## config.mk

```make
export PLATFORM = sky130hd
export DESIGN_NAME = alu_top
export DESIGN_NICKNAME = d
export VERILOG_FILES = /design/src/logic/alu_pkg.sv /design/src/logic/alu_top.sv /design/src/logic/alu_result_stage.sv /design/src/logic/alu_int_datapath.sv /design/src/logic/polar_lane.sv /design/src/logic/polar_lane_split.sv
export SDC_FILE = /design/constraint.sdc
export NUM_CORES = 1
export LEC_CHECK = 0
export ABC_CLOCK_PERIOD_IN_PS = 5360
export BUFFER_PORTS_ARGS = -buffer_cell sky130_fd_sc_hd__buf_2
export CAP_MARGIN = 20
export CORE_UTILIZATION = 40
export DETAILED_ROUTE_END_ITERATION = 16
export PLACE_DENSITY = 0.62
export RECOVER_POWER = 25
export SLEW_MARGIN = 30
export SYNTH_ARGS = -nofsm -noshare
export SYNTH_HDL_FRONTEND = slang
export SYNTH_SLANG_ARGS = --single-unit
```

## constraint.sdc

```tcl
create_clock -name clk_i -period 5.36 [get_ports clk_i]
set_input_delay 0.268 -clock clk_i [delete_from_list [all_inputs] [get_ports clk_i]]
set_output_delay 0.268 -clock clk_i [all_outputs]
set_load 0.005 [all_outputs]
```

## src/logic/alu_pkg.sv

```systemverilog
// ALU widths, operator encoding, lane and selection enums, request and lane structs
package alu_pkg;

    // --------------------
    // Widths
    // --------------------
    localparam int XLEN      = 32;
    localparam int LANE_W    = 8;
    localparam int NUM_LANES = XLEN / LANE_W;
    // Polar lanes clamp symmetrically to +/- this bound
    localparam int SAT_MAX   = 127;

    typedef logic [XLEN-1:0]          xlen_t;
    typedef logic signed [LANE_W-1:0] lane_t;

    // --------------------
    // Operator encoding
    // --------------------
    typedef enum logic [4:0] {
        ADD        = 5'd0,
        SUB        = 5'd1,
        ANDL       = 5'd2,
        ORL        = 5'd3,
        XORL       = 5'd4,
        SLL        = 5'd5,
        SRL        = 5'd6,
        SRA        = 5'd7,
        SLTS       = 5'd8,
        SLTU       = 5'd9,
        EQ         = 5'd10,
        NE         = 5'd11,
        LTS        = 5'd12,
        LTU        = 5'd13,
        GES        = 5'd14,
        GEU        = 5'd15,
        PL_R       = 5'd16,
        PL_F       = 5'd17,
        PL_G       = 5'd18,
        PL_VADDREP = 5'd19,
        PL_SPCXOR  = 5'd20
    } alu_op_e;

    // Function every polar lane produces
    typedef enum logic [1:0] {
        LANE_R,
        LANE_F,
        LANE_G
    } lane_op_e;

    // Source of the registered result
    typedef enum logic [1:0] {
        SEL_INT,
        SEL_LANES,
        SEL_VADDREP,
        SEL_SPCXOR
    } result_sel_e;

    // --------------------
    // Structs
    // --------------------
    typedef struct packed {
        alu_op_e operator;
        xlen_t   operand_a;
        xlen_t   operand_b;
        xlen_t   imm;
    } alu_req_t;

    typedef struct packed {
        lane_t a;
        lane_t b;
        lane_t imm_byte;
        logic  r_force_zero;
    } lane_in_t;

endpackage
```

## src/logic/alu_top.sv

```systemverilog
// ALU top level with polar lane splitter, lanes, integer datapath and result stage
`timescale 1ns/1ps

module alu_top (
    input  logic              clk_i,
    input  logic              rst_i,
    input  logic              valid_i,
    input  alu_pkg::alu_req_t req_i,
    output alu_pkg::xlen_t    result_o,
    output logic              branch_res_o,
    output logic              valid_o
);
    import alu_pkg::*;

    lane_in_t    lane_in [NUM_LANES];
    lane_t       lane_res [NUM_LANES];
    lane_op_e    lane_op;
    result_sel_e result_sel;
    xlen_t       int_result;
    logic        int_branch;

    polar_lane_split i_split (
        .req_i        (req_i),
        .lane_in_o    (lane_in),
        .lane_op_o    (lane_op),
        .result_sel_o (result_sel)
    );

    // Four identical SIMD lanes
    for (genvar k = 0; k < NUM_LANES; k++) begin : gen_lanes
        polar_lane i_lane (
            .lane_i    (lane_in[k]),
            .lane_op_i (lane_op),
            .lane_o    (lane_res[k])
        );
    end

    alu_int_datapath i_int (
        .req_i        (req_i),
        .int_result_o (int_result),
        .branch_res_o (int_branch)
    );

    alu_result_stage i_result (
        .clk_i        (clk_i),
        .rst_i        (rst_i),
        .valid_i      (valid_i),
        .lane_i       (lane_res),
        .int_result_i (int_result),
        .branch_res_i (int_branch),
        .result_sel_i (result_sel),
        .operand_a_i  (req_i.operand_a),
        .operand_b_i  (req_i.operand_b),
        .result_o     (result_o),
        .branch_res_o (branch_res_o),
        .valid_o      (valid_o)
    );

endmodule

```

## src/logic/alu_result_stage.sv

```systemverilog
// Lane merge, whole-word polar operations, result select and output registers
`timescale 1ns/1ps

module alu_result_stage (
    input  logic                 clk_i,
    input  logic                 rst_i,
    input  logic                 valid_i,
    input  alu_pkg::lane_t       lane_i [alu_pkg::NUM_LANES],
    input  alu_pkg::xlen_t       int_result_i,
    input  logic                 branch_res_i,
    input  alu_pkg::result_sel_e result_sel_i,
    input  alu_pkg::xlen_t       operand_a_i,
    input  alu_pkg::xlen_t       operand_b_i,
    output alu_pkg::xlen_t       result_o,
    output logic                 branch_res_o,
    output logic                 valid_o
);
    import alu_pkg::*;

    xlen_t lanes_word;
    xlen_t vaddrep;
    xlen_t spcxor;
    xlen_t sel_result;
    xlen_t result_q;
    logic  branch_q;
    logic  valid_q;

    // --------------------
    // Polar word results
    // --------------------
    always_comb begin
        lanes_word = '0;
        vaddrep    = operand_a_i;
        spcxor     = operand_a_i;
        for (int k = 0; k < NUM_LANES; k++) begin
            // Lane 0 lands in the low byte
            lanes_word[k*LANE_W +: LANE_W] = lane_i[k];
            // Bytes of b zero-extended, sum wraps modulo 2^32
            vaddrep = vaddrep + xlen_t'(operand_b_i[k*LANE_W +: LANE_W]);
            spcxor  = spcxor ^ xlen_t'(operand_b_i[k*LANE_W +: LANE_W]);
        end
    end

    always_comb begin
        unique case (result_sel_i)
            SEL_LANES:   sel_result = lanes_word;
            SEL_VADDREP: sel_result = vaddrep;
            SEL_SPCXOR:  sel_result = spcxor;
            default:     sel_result = int_result_i;
        endcase
    end

    // --------------------
    // Output registers
    // --------------------
    always_ff @(posedge clk_i) begin
        if (rst_i) begin
            result_q <= '0;
            branch_q <= 1'b0;
            valid_q  <= 1'b0;
        end else begin
            valid_q <= valid_i;
            // Hold the last result through idle cycles
            if (valid_i) begin
                result_q <= sel_result;
                branch_q <= branch_res_i;
            end
        end
    end

    assign result_o     = result_q;
    assign branch_res_o = branch_q;
    assign valid_o      = valid_q;

endmodule

```

## src/logic/alu_int_datapath.sv

```systemverilog
// Integer adder, shifter, comparator, logic operations and branch resolution
`timescale 1ns/1ps

module alu_int_datapath (
    input  alu_pkg::alu_req_t req_i,
    output alu_pkg::xlen_t    int_result_o,
    output logic              branch_res_o
);
    import alu_pkg::*;

    logic          adder_neg;
    xlen_t         adder_b;
    xlen_t         adder_sum;
    logic          adder_zero;
    logic          cmp_signed;
    logic          less;
    logic          shift_left;
    logic          shift_arith;
    xlen_t         operand_a_rev;
    xlen_t         shift_in;
    logic [XLEN:0] shift_right_ext;
    xlen_t         shift_right;
    xlen_t         shift_left_res;
    xlen_t         shift_res;

    // --------------------
    // Adder
    // --------------------
    assign adder_neg  = (req_i.operator == SUB) || (req_i.operator == EQ) ||
                        (req_i.operator == NE);
    assign adder_b    = adder_neg ? ~req_i.operand_b : req_i.operand_b;
    assign adder_sum  = req_i.operand_a + adder_b + xlen_t'(adder_neg);
    assign adder_zero = (adder_sum == '0);

    // Shared less-than, signed for SLTS, LTS and GES
    assign cmp_signed = (req_i.operator == SLTS) || (req_i.operator == LTS) ||
                        (req_i.operator == GES);
    assign less = $signed({cmp_signed & req_i.operand_a[XLEN-1], req_i.operand_a}) <
                  $signed({cmp_signed & req_i.operand_b[XLEN-1], req_i.operand_b});

    // --------------------
    // Shifter
    // --------------------
    assign shift_left  = (req_i.operator == SLL);
    assign shift_arith = (req_i.operator == SRA);

    // Left shifts go through the right shifter on reversed bits
    for (genvar k = 0; k < XLEN; k++) begin : gen_rev
        assign operand_a_rev[k]  = req_i.operand_a[XLEN-1-k];
        assign shift_left_res[k] = shift_right[XLEN-1-k];
    end

    assign shift_in        = shift_left ? operand_a_rev : req_i.operand_a;
    assign shift_right_ext = $unsigned($signed({shift_arith & shift_in[XLEN-1], shift_in})
                                       >>> req_i.operand_b[4:0]);
    assign shift_right     = shift_right_ext[XLEN-1:0];
    assign shift_res       = shift_left ? shift_left_res : shift_right;

    // Result mux, zero for branch and polar operators
    always_comb begin
        unique case (req_i.operator)
            ADD, SUB:       int_result_o = adder_sum;
            ANDL:           int_result_o = req_i.operand_a & req_i.operand_b;
            ORL:            int_result_o = req_i.operand_a | req_i.operand_b;
            XORL:           int_result_o = req_i.operand_a ^ req_i.operand_b;
            SLL, SRL, SRA:  int_result_o = shift_res;
            SLTS, SLTU:     int_result_o = xlen_t'(less);
            default:        int_result_o = '0;
        endcase
    end

    // Branch resolution
    always_comb begin
        unique case (req_i.operator)
            EQ:       branch_res_o = adder_zero;
            NE:       branch_res_o = ~adder_zero;
            LTS, LTU: branch_res_o = less;
            GES, GEU: branch_res_o = ~less;
            default:  branch_res_o = 1'b1;
        endcase
    end

endmodule

```

## src/logic/polar_lane.sv

```systemverilog
// One signed 8-bit polar lane computing the R, F or G function
`timescale 1ns/1ps

module polar_lane (
    input  alu_pkg::lane_in_t lane_i,
    input  alu_pkg::lane_op_e lane_op_i,
    output alu_pkg::lane_t    lane_o
);
    import alu_pkg::*;

    logic                   sign_diff;
    logic [LANE_W-1:0]      mag_a;
    logic [LANE_W-1:0]      mag_b;
    logic [LANE_W-1:0]      mag_min;
    logic signed [LANE_W:0] sum_add;
    logic signed [LANE_W:0] sum_sub;
    logic signed [LANE_W:0] sum_g;
    lane_t                  func_r;
    lane_t                  func_f;
    lane_t                  func_g;

    // R: hard decision on the sign of a
    assign func_r = (lane_i.a[LANE_W-1] && !lane_i.r_force_zero) ? lane_t'(1) : '0;

    // --------------------
    // F: min-sum
    // --------------------
    assign sign_diff = lane_i.a[LANE_W-1] ^ lane_i.b[LANE_W-1];
    // -128 wraps to 8'h80, read as 128 unsigned
    assign mag_a     = lane_i.a[LANE_W-1] ? -lane_i.a : lane_i.a;
    assign mag_b     = lane_i.b[LANE_W-1] ? -lane_i.b : lane_i.b;
    assign mag_min   = (mag_a > mag_b) ? mag_b : mag_a;
    assign func_f    = sign_diff ? lane_t'(-mag_min) : lane_t'(mag_min);

    // --------------------
    // G: saturating add/sub
    // --------------------
    assign sum_add = lane_i.a + lane_i.b;
    assign sum_sub = lane_i.b - lane_i.a;
    // Zero imm byte selects a+b, anything else b-a
    assign sum_g   = (lane_i.imm_byte == '0) ? sum_add : sum_sub;

    always_comb begin
        if (sum_g > SAT_MAX) begin
            func_g = lane_t'(SAT_MAX);
        end else if (sum_g < -SAT_MAX) begin
            func_g = lane_t'(-SAT_MAX);
        end else begin
            func_g = sum_g[LANE_W-1:0];
        end
    end

    // Output select
    always_comb begin
        unique case (lane_op_i)
            LANE_F:  lane_o = func_f;
            LANE_G:  lane_o = func_g;
            default: lane_o = func_r;
        endcase
    end

endmodule

```

## src/logic/polar_lane_split.sv

```systemverilog
// Polar operator decode and per-lane operand slicing
`timescale 1ns/1ps

module polar_lane_split (
    input  alu_pkg::alu_req_t    req_i,
    output alu_pkg::lane_in_t    lane_in_o [alu_pkg::NUM_LANES],
    output alu_pkg::lane_op_e    lane_op_o,
    output alu_pkg::result_sel_e result_sel_o
);
    import alu_pkg::*;

    logic r_force_zero;

    // R is suppressed for all lanes when the low byte of b is one
    assign r_force_zero = (req_i.operand_b[LANE_W-1:0] == LANE_W'(1));

    // --------------------
    // Lane slicing
    // --------------------
    always_comb begin
        for (int k = 0; k < NUM_LANES; k++) begin
            lane_in_o[k].a            = req_i.operand_a[k*LANE_W +: LANE_W];
            lane_in_o[k].b            = req_i.operand_b[k*LANE_W +: LANE_W];
            lane_in_o[k].imm_byte     = req_i.imm[k*LANE_W +: LANE_W];
            lane_in_o[k].r_force_zero = r_force_zero;
        end
    end

    // --------------------
    // Operator decode
    // --------------------
    always_comb begin
        lane_op_o    = LANE_R;
        result_sel_o = SEL_INT;
        unique case (req_i.operator)
            PL_R: begin
                lane_op_o    = LANE_R;
                result_sel_o = SEL_LANES;
            end
            PL_F: begin
                lane_op_o    = LANE_F;
                result_sel_o = SEL_LANES;
            end
            PL_G: begin
                lane_op_o    = LANE_G;
                result_sel_o = SEL_LANES;
            end
            PL_VADDREP: result_sel_o = SEL_VADDREP;
            PL_SPCXOR:  result_sel_o = SEL_SPCXOR;
            // Integer and branch operators
            default: ;
        endcase
    end

endmodule

```

=== Word level (Yosys, flattened, before mapping) ===
Cells that the tools add are included.
Widths: inputs -> output; s select.

* Register bits after elaboration: 34
* Word-level logic and storage cells: 151
* Output and inout port bits: 34
* Bits of input ports: 104

* Bitwise logic cells: 17
* Shift operators: 1
* Mux-type cells: 44
* Reduce and logical (&&, ||, !) cells: 21
* $lt $le $gt $ge: 13
* $add $sub $neg: 26
* Equal/unequal tests: 26

{| class="wikitable"
|+ Operator list
! operator !! number
|-
| $mux 8 || 24
|-
| $pmux 32 s6 || 1
|-
| $add 32x8->32 || 4
|-
| $xor 32x8->32 || 4
|-
| $mux 32 || 3
|-
| $neg 8->8 || 12
|-
| $pmux 32 s3 || 1
|-
| $pmux 8 s2 || 4
|-
| $eq 5x4->1 const B || 8
|-
| $add 8x8->9 || 4
|-
| $gt 9x8->1 const B || 4
|-
| $lt 9x8->1 const B || 4
|-
| $mux 9 || 4
|-
| $sub 8x8->9 || 4
|-
| $lt 33x33->1 || 1
|-
| $sshr 33x5->32 || 1
|-
| $add 32x1->32 || 1
|-
| $add 32x32->32 || 1
|-
| $and 32x32->32 || 1
|-
| $gt 8x8->1 || 4
|-
| $logic_not 32->1 || 1
|-
| $logic_not 8->1 || 4
|-
| $not 32->32 || 1
|-
| $or 32x32->32 || 1
|-
| 21 further kinds || 51
|}

=== Logic depth before layout (Yosys ltp) ===
* Depth after elaboration: 9
* Gate-level depth with buffers: 22
* Mapped depth without buffers: 21

=== Hierarchy ===
A second synthesis with hierarchy kept.

* Cell total of the unflattened synthesis: 2454
* Area total of the unflattened synthesis: 18056.1 µm²

{| class="wikitable"
|+ Modules (own cells, without submodules)
! module !! cells an instance !! times used !! seq. area each (µm²) !! area an instance (µm²)
|-
| alu_int_datapath || 1050 || 1 || 0.0 || 7413.4
|-
| polar_lane (gen_lanes[0].i_lane ...) || 222 || 3 || 0.0 || 1566.5
|-
| alu_result_stage || 420 || 1 || 680.7 || 3594.7
|-
| polar_lane (gen_lanes[3].i_lane) || 207 || 1 || 0.0 || 1519.0
|-
| polar_lane_split || 111 || 1 || 0.0 || 829.5
|}

=== Worst setup path after synthesis ===
OpenSTA, ideal clock, no wires.

* Path kind: input port to flip-flop
* From: input req_i[33] (netlist bit)
* To: register i_result.result_q[29], in the netlist i_result.result_o[29]
* Stages on the path: 20
* Path buffers: 3
* Path slack: -469 ps
* Required time: 5269 ps
* Arrival time: 5738 ps
* Path through: clkbuf_1 -> clkinv_1 -> buf_1 -> clkbuf_1 -> fa_1 -> fa_1 -> fa_1 -> inv_1 -> ha_1 -> fa_1 -> a21oi_1 -> o21bai_1 -> a2111oi_0 -> o41ai_1 -> nand4_1 -> nor4_1 -> nand3_1 -> xnor2_1 -> nand2_1 -> a311oi_1

* Longest elaborated chain between the ends: 6
* Elaborated cells between the ends (all ways): 12

{| class="wikitable"
|+ RTL lines
! item !! line !! text
|-
| from (decl) || alu_top.sv:8 || <nowiki>input alu_pkg::alu_req_t req_i,</nowiki>
|-
| parallel branches: the longest is 5 deep, another holds $add 32x8->32 || -- ||
|-
| $pmux 32 s3 * || alu_result_stage.sv:45 || <nowiki>unique case (result_sel_i)</nowiki>
|-
| to (signal assigned) || alu_result_stage.sv:65 || <nowiki>result_q <= sel_result;</nowiki>
|-
| to (decl) || alu_result_stage.sv:24 || <nowiki>xlen_t result_q;</nowiki>
|}

Every way passes the cells marked *.
A chain may end at the register's enable or synchronous reset.

=== Worst setup path after layout ===
* From: input req_i[49] (netlist bit)
* To: register i_result.result_q[29], in the netlist i_result.result_o[29]

* Longest elaborated chain between the ends: 6
* Elaborated cells between the ends (all ways): 8

{| class="wikitable"
|+ RTL lines
! item !! line !! text
|-
| $not 32->32 || alu_int_datapath.sv:31 || <nowiki>assign adder_b = adder_neg ? ~req_i.operand_b : req_i.operand_b;</nowiki>
|-
| $mux 32 || alu_int_datapath.sv:31 ||
|-
| $add 32x32->32 || alu_int_datapath.sv:32 || <nowiki>assign adder_sum = req_i.operand_a + adder_b + xlen_t'(adder_neg);</nowiki>
|-
| $add 32x1->32 || alu_int_datapath.sv:32 ||
|-
| $pmux 32 s6 || alu_int_datapath.sv:61 || <nowiki>unique case (req_i.operator)</nowiki>
|-
| $pmux 32 s3 * || alu_result_stage.sv:45 ||
|}

Every way passes the cells marked *; elsewhere a longest branch is shown, timed or not.

==> metrics <==
Setup-failing EPs final 0; commonest cells after routing, fill and taps aside 228 x ha_1, 202 x nand2_1, 178 x nor2_1; crit-path max FO 6; Top FF cell, synth dfxtp_1; setup total negative slack 0 ns; I/O Pins 138; layout cells sized above 1 0.149; min cycle time layout 4.90 ns; Crit path top cell by count fa_1; Worst path depth 19; chip width between 200 and 250 um; Area Growth Syn to Fin 11.8%; simple-gate share of the synthesized area 0.201; Hold Path Cell Cnt 4; DR iter-0 viols 2329; critical path startpoint req_i[49]; Crit path arrival time 5.12 ns; Net Count, Synth 2536; critical path class input port to register; GRT met1 Usage 0.514; CTS clock-pin slew for the worst setup and hold paths 0.07 ns; cts repair resizes 0; Core Region between 30000 and 40000 um^2; via count 18.6k; critical path's top delay family adder cells; Rel. slew slack -0.168; Highest Clock Rate 204 MHz; failing checks capacitance limit, slew limit; CTS max path bufs 2; compound-gate portion of the synthesized area 0.253; syn avg cell area 7.39 um^2; # DRC 0; number of global-route vias before repair 17.4k; final net count 2674; post-synthesis mux area share 0.108; Antenna Violating Nets Remaining 0; number of synthesis warnings 0; CP endpoint i_result.result_o[29]; Via density 6.54; largest net degree at the start of global routing 38; CP max stage delay 0.77 ns; Critical Path Source Type input port; post-synthesis xor/xnor area fraction 0.113; area of the mapped netlist 16100 um^2; # Post-CTS Setup Buffers 0; period utilization 0.914; Root Buffer clkbuf_16; cell chain of the critical path buf_2 -> inv_1 -> fa_1 -> fa_1 -> fa_1 -> inv_1 -> ha_1 -> fa_1 -> a21oi_1 -> o21bai_1 -> a2111oi_2 -> o41ai_2 -> nand4_1 -> buf_4 -> nor4_2 -> nand3_1 -> xnor2_1 -> nand2_1 -> a311oi_1; hold violation total from the final report 0; max-slew violation count 32; Reg-to-Reg End i_result.branch_res_o; Cell Area, Placed between 15000 and 20000 um^2; Post-Synth Adder-Cell Area 0.213; worst skew pair latency between 0.3 and 0.4 ns; total power draw 3.12 mW; register area share after synthesis 0.0423; Setup Skew 0 ns; Overflow after GRT 0; number of flops mapped to enable cells by yosys 0; DRT Pass-1 Iters 7; WL final 80.0 mm; H-tree lvl count 2; FILL cells 4148; CTS tree done; die height 203 um; count of cell types in the netlist 87; PnR worst setup slack about 0.46 ns; status finished, violations left; GR Util met2 0.576; worst path required time between 5 and 6 ns; Placement Rows 73; Storage cell area 681 um^2; r2r worst-path depth 5; Critical Path Sink Type register; post-synthesis async set-or-reset flop share 0; largest family of logic cells by synthesized area compound AO/OA/AOI/OAI gates; Peak VDD IR 0.107 mV; Worst R2R Setup Slack around 4.3 ns; first-pass GRT wire length ~120 mm; Die ar. slightly above 40000 um^2; All-Layer GR Usage 0.382; PortBufs roughly 140; Antenna diodes 0; Worst Tran Pin Value 1.75 ns; reg2reg start i_result.branch_res_o; GR peak layer met2; TritonCTS Buffers 5; Final Instance Area approximately 18000 um^2; dpl hpwl approximately 64 mm; CTS Sinks 34; most common cell after layout, fill and taps aside ha_1; starting density of the core 0.405; pwr dens 174 nW/um^2; Synth Register Bits 34; Post-CTS Hold Fix Bufs 0; worst min-delay path class input port to register; worst path bufs/invs 4; met3 usage 0.0608; wire length per cell between 20 and 30 um; GPL Wtd Cong 1.04; RSZ-0062 raised after global routing no; area of the multi-input gates 14300 um^2; Mapped Cells 2176; Worst path slowest cell o41ai_2; antenna violations before repair 1; worst slack at placement 0.233 ns; P_leak 7.95 nW; MaxCap Viol Count 1
-- per-stage QoR --
step | util | std cells | hold slack (ns)
global placement | 0.449 | 2832 | 0.466
CTS | 0.453 | 2840 | 0.471
floorplan | - | 2176 | 0.463
detailed placement | 0.449 | 2832 | 0.469
finish | 0.452 | 2840 | 0.472
global route | 0.452 | 2840 | 0.506
-- worst min-delay path: cells and delay by family --
family                 cells  cell delay (ns)
buffers and inverters      2             0.30
AO/OA/AOI/OAI              1             0.08
AND/OR/NAND/NOR            1             0.09
-- flip-flops by register name, summed over array words and instances, names as in the netlist --
signal                 flops
i_result.valid_o           1
i_result.result_o         32
i_result.branch_res_o      1
-- how the worst min path moves through the flow --
stage / start / to / slack (ns)
after detailed placement: i_result.result_o[3] / i_result.result_o[3] / 0.47
after CTS: req_i[96] / i_result.branch_res_o / 0.47
after global routing: i_result.result_o[10] / i_result.result_o[10] / 0.51
after floorplan: i_result.result_o[15] / i_result.result_o[15] / 0.46
after global placement: i_result.result_o[7] / i_result.result_o[7] / 0.47
final: req_i[96] / i_result.branch_res_o / 0.47
-- cell families (layout without fill, tap and decap cells) --
logic type	after synthesis	count (layout)
AOI/OAI and AO/OA	606	606
xor gates and xnor gates	207	207
adders and majority gates	257	257
buffers and inverters	289	428
DFF	34	34
muxes	109	109
and+or+nand+nor	674	674
-- cells in the mapped netlist, drive strengths merged (12+ instances only) --
cell type    n  area (um^2)
ha         228         2850
nand2      203          764
nor2       180          678
xnor2      167         1460
a21oi      165          826
inv        165          619
o21ai      108          544
clkbuf     101          380
mux4        51         1150
nand3       51          255
mux2i       46          460
nor3        46          230
a21o        40          300
xor2        40          350
dfxtp       34          681
a221oi      32          280
a211oi      30          230
fa          28          561
nor4        28          181
nand4       26          163
and3        24          150
nand2b      24          150
o211ai      23          173
or3         23          144
a31oi       19          119
o31ai       19          143
buf         18         96.3
a22oi       17          128
nor2b       16          100
a311oi      15          131
o2111ai     15          131
o21bai      15          113
o21a        13         97.6
mux2        12          135
-- area by class of cell --
class,instances,share of cell area
Clock buffer,7,0.00793
Clock inverter,1,0.000278
Inverter,170,0.0356
Multi-Input combinational cell,1853,0.797
Sequential cell,34,0.0379
Tap cell,525,0.0365
Timing Repair Buffer,250,0.0848
-- power breakdown --
group / switching [mW] / internal, mW / leakage (nW)
Combinational: 1.55 / 0.953 / 7.59
Sequential: 0.0136 / 0.270 / 0.281
Clock: 0.147 / 0.185 / 0.0739
-- routing by layer --
metal / wire [um] / up-vias / share of wire
met1: 32500 / 8857 / 0.41
met4: 5270 / 2 / 0.066
met5: 13 / - / 0.00016
li1: - / 8243 / -
met2: 33500 / 1224 / 0.42
met3: 8740 / 248 / 0.11
No activity file was read; power rests on OpenSTA's default activity.
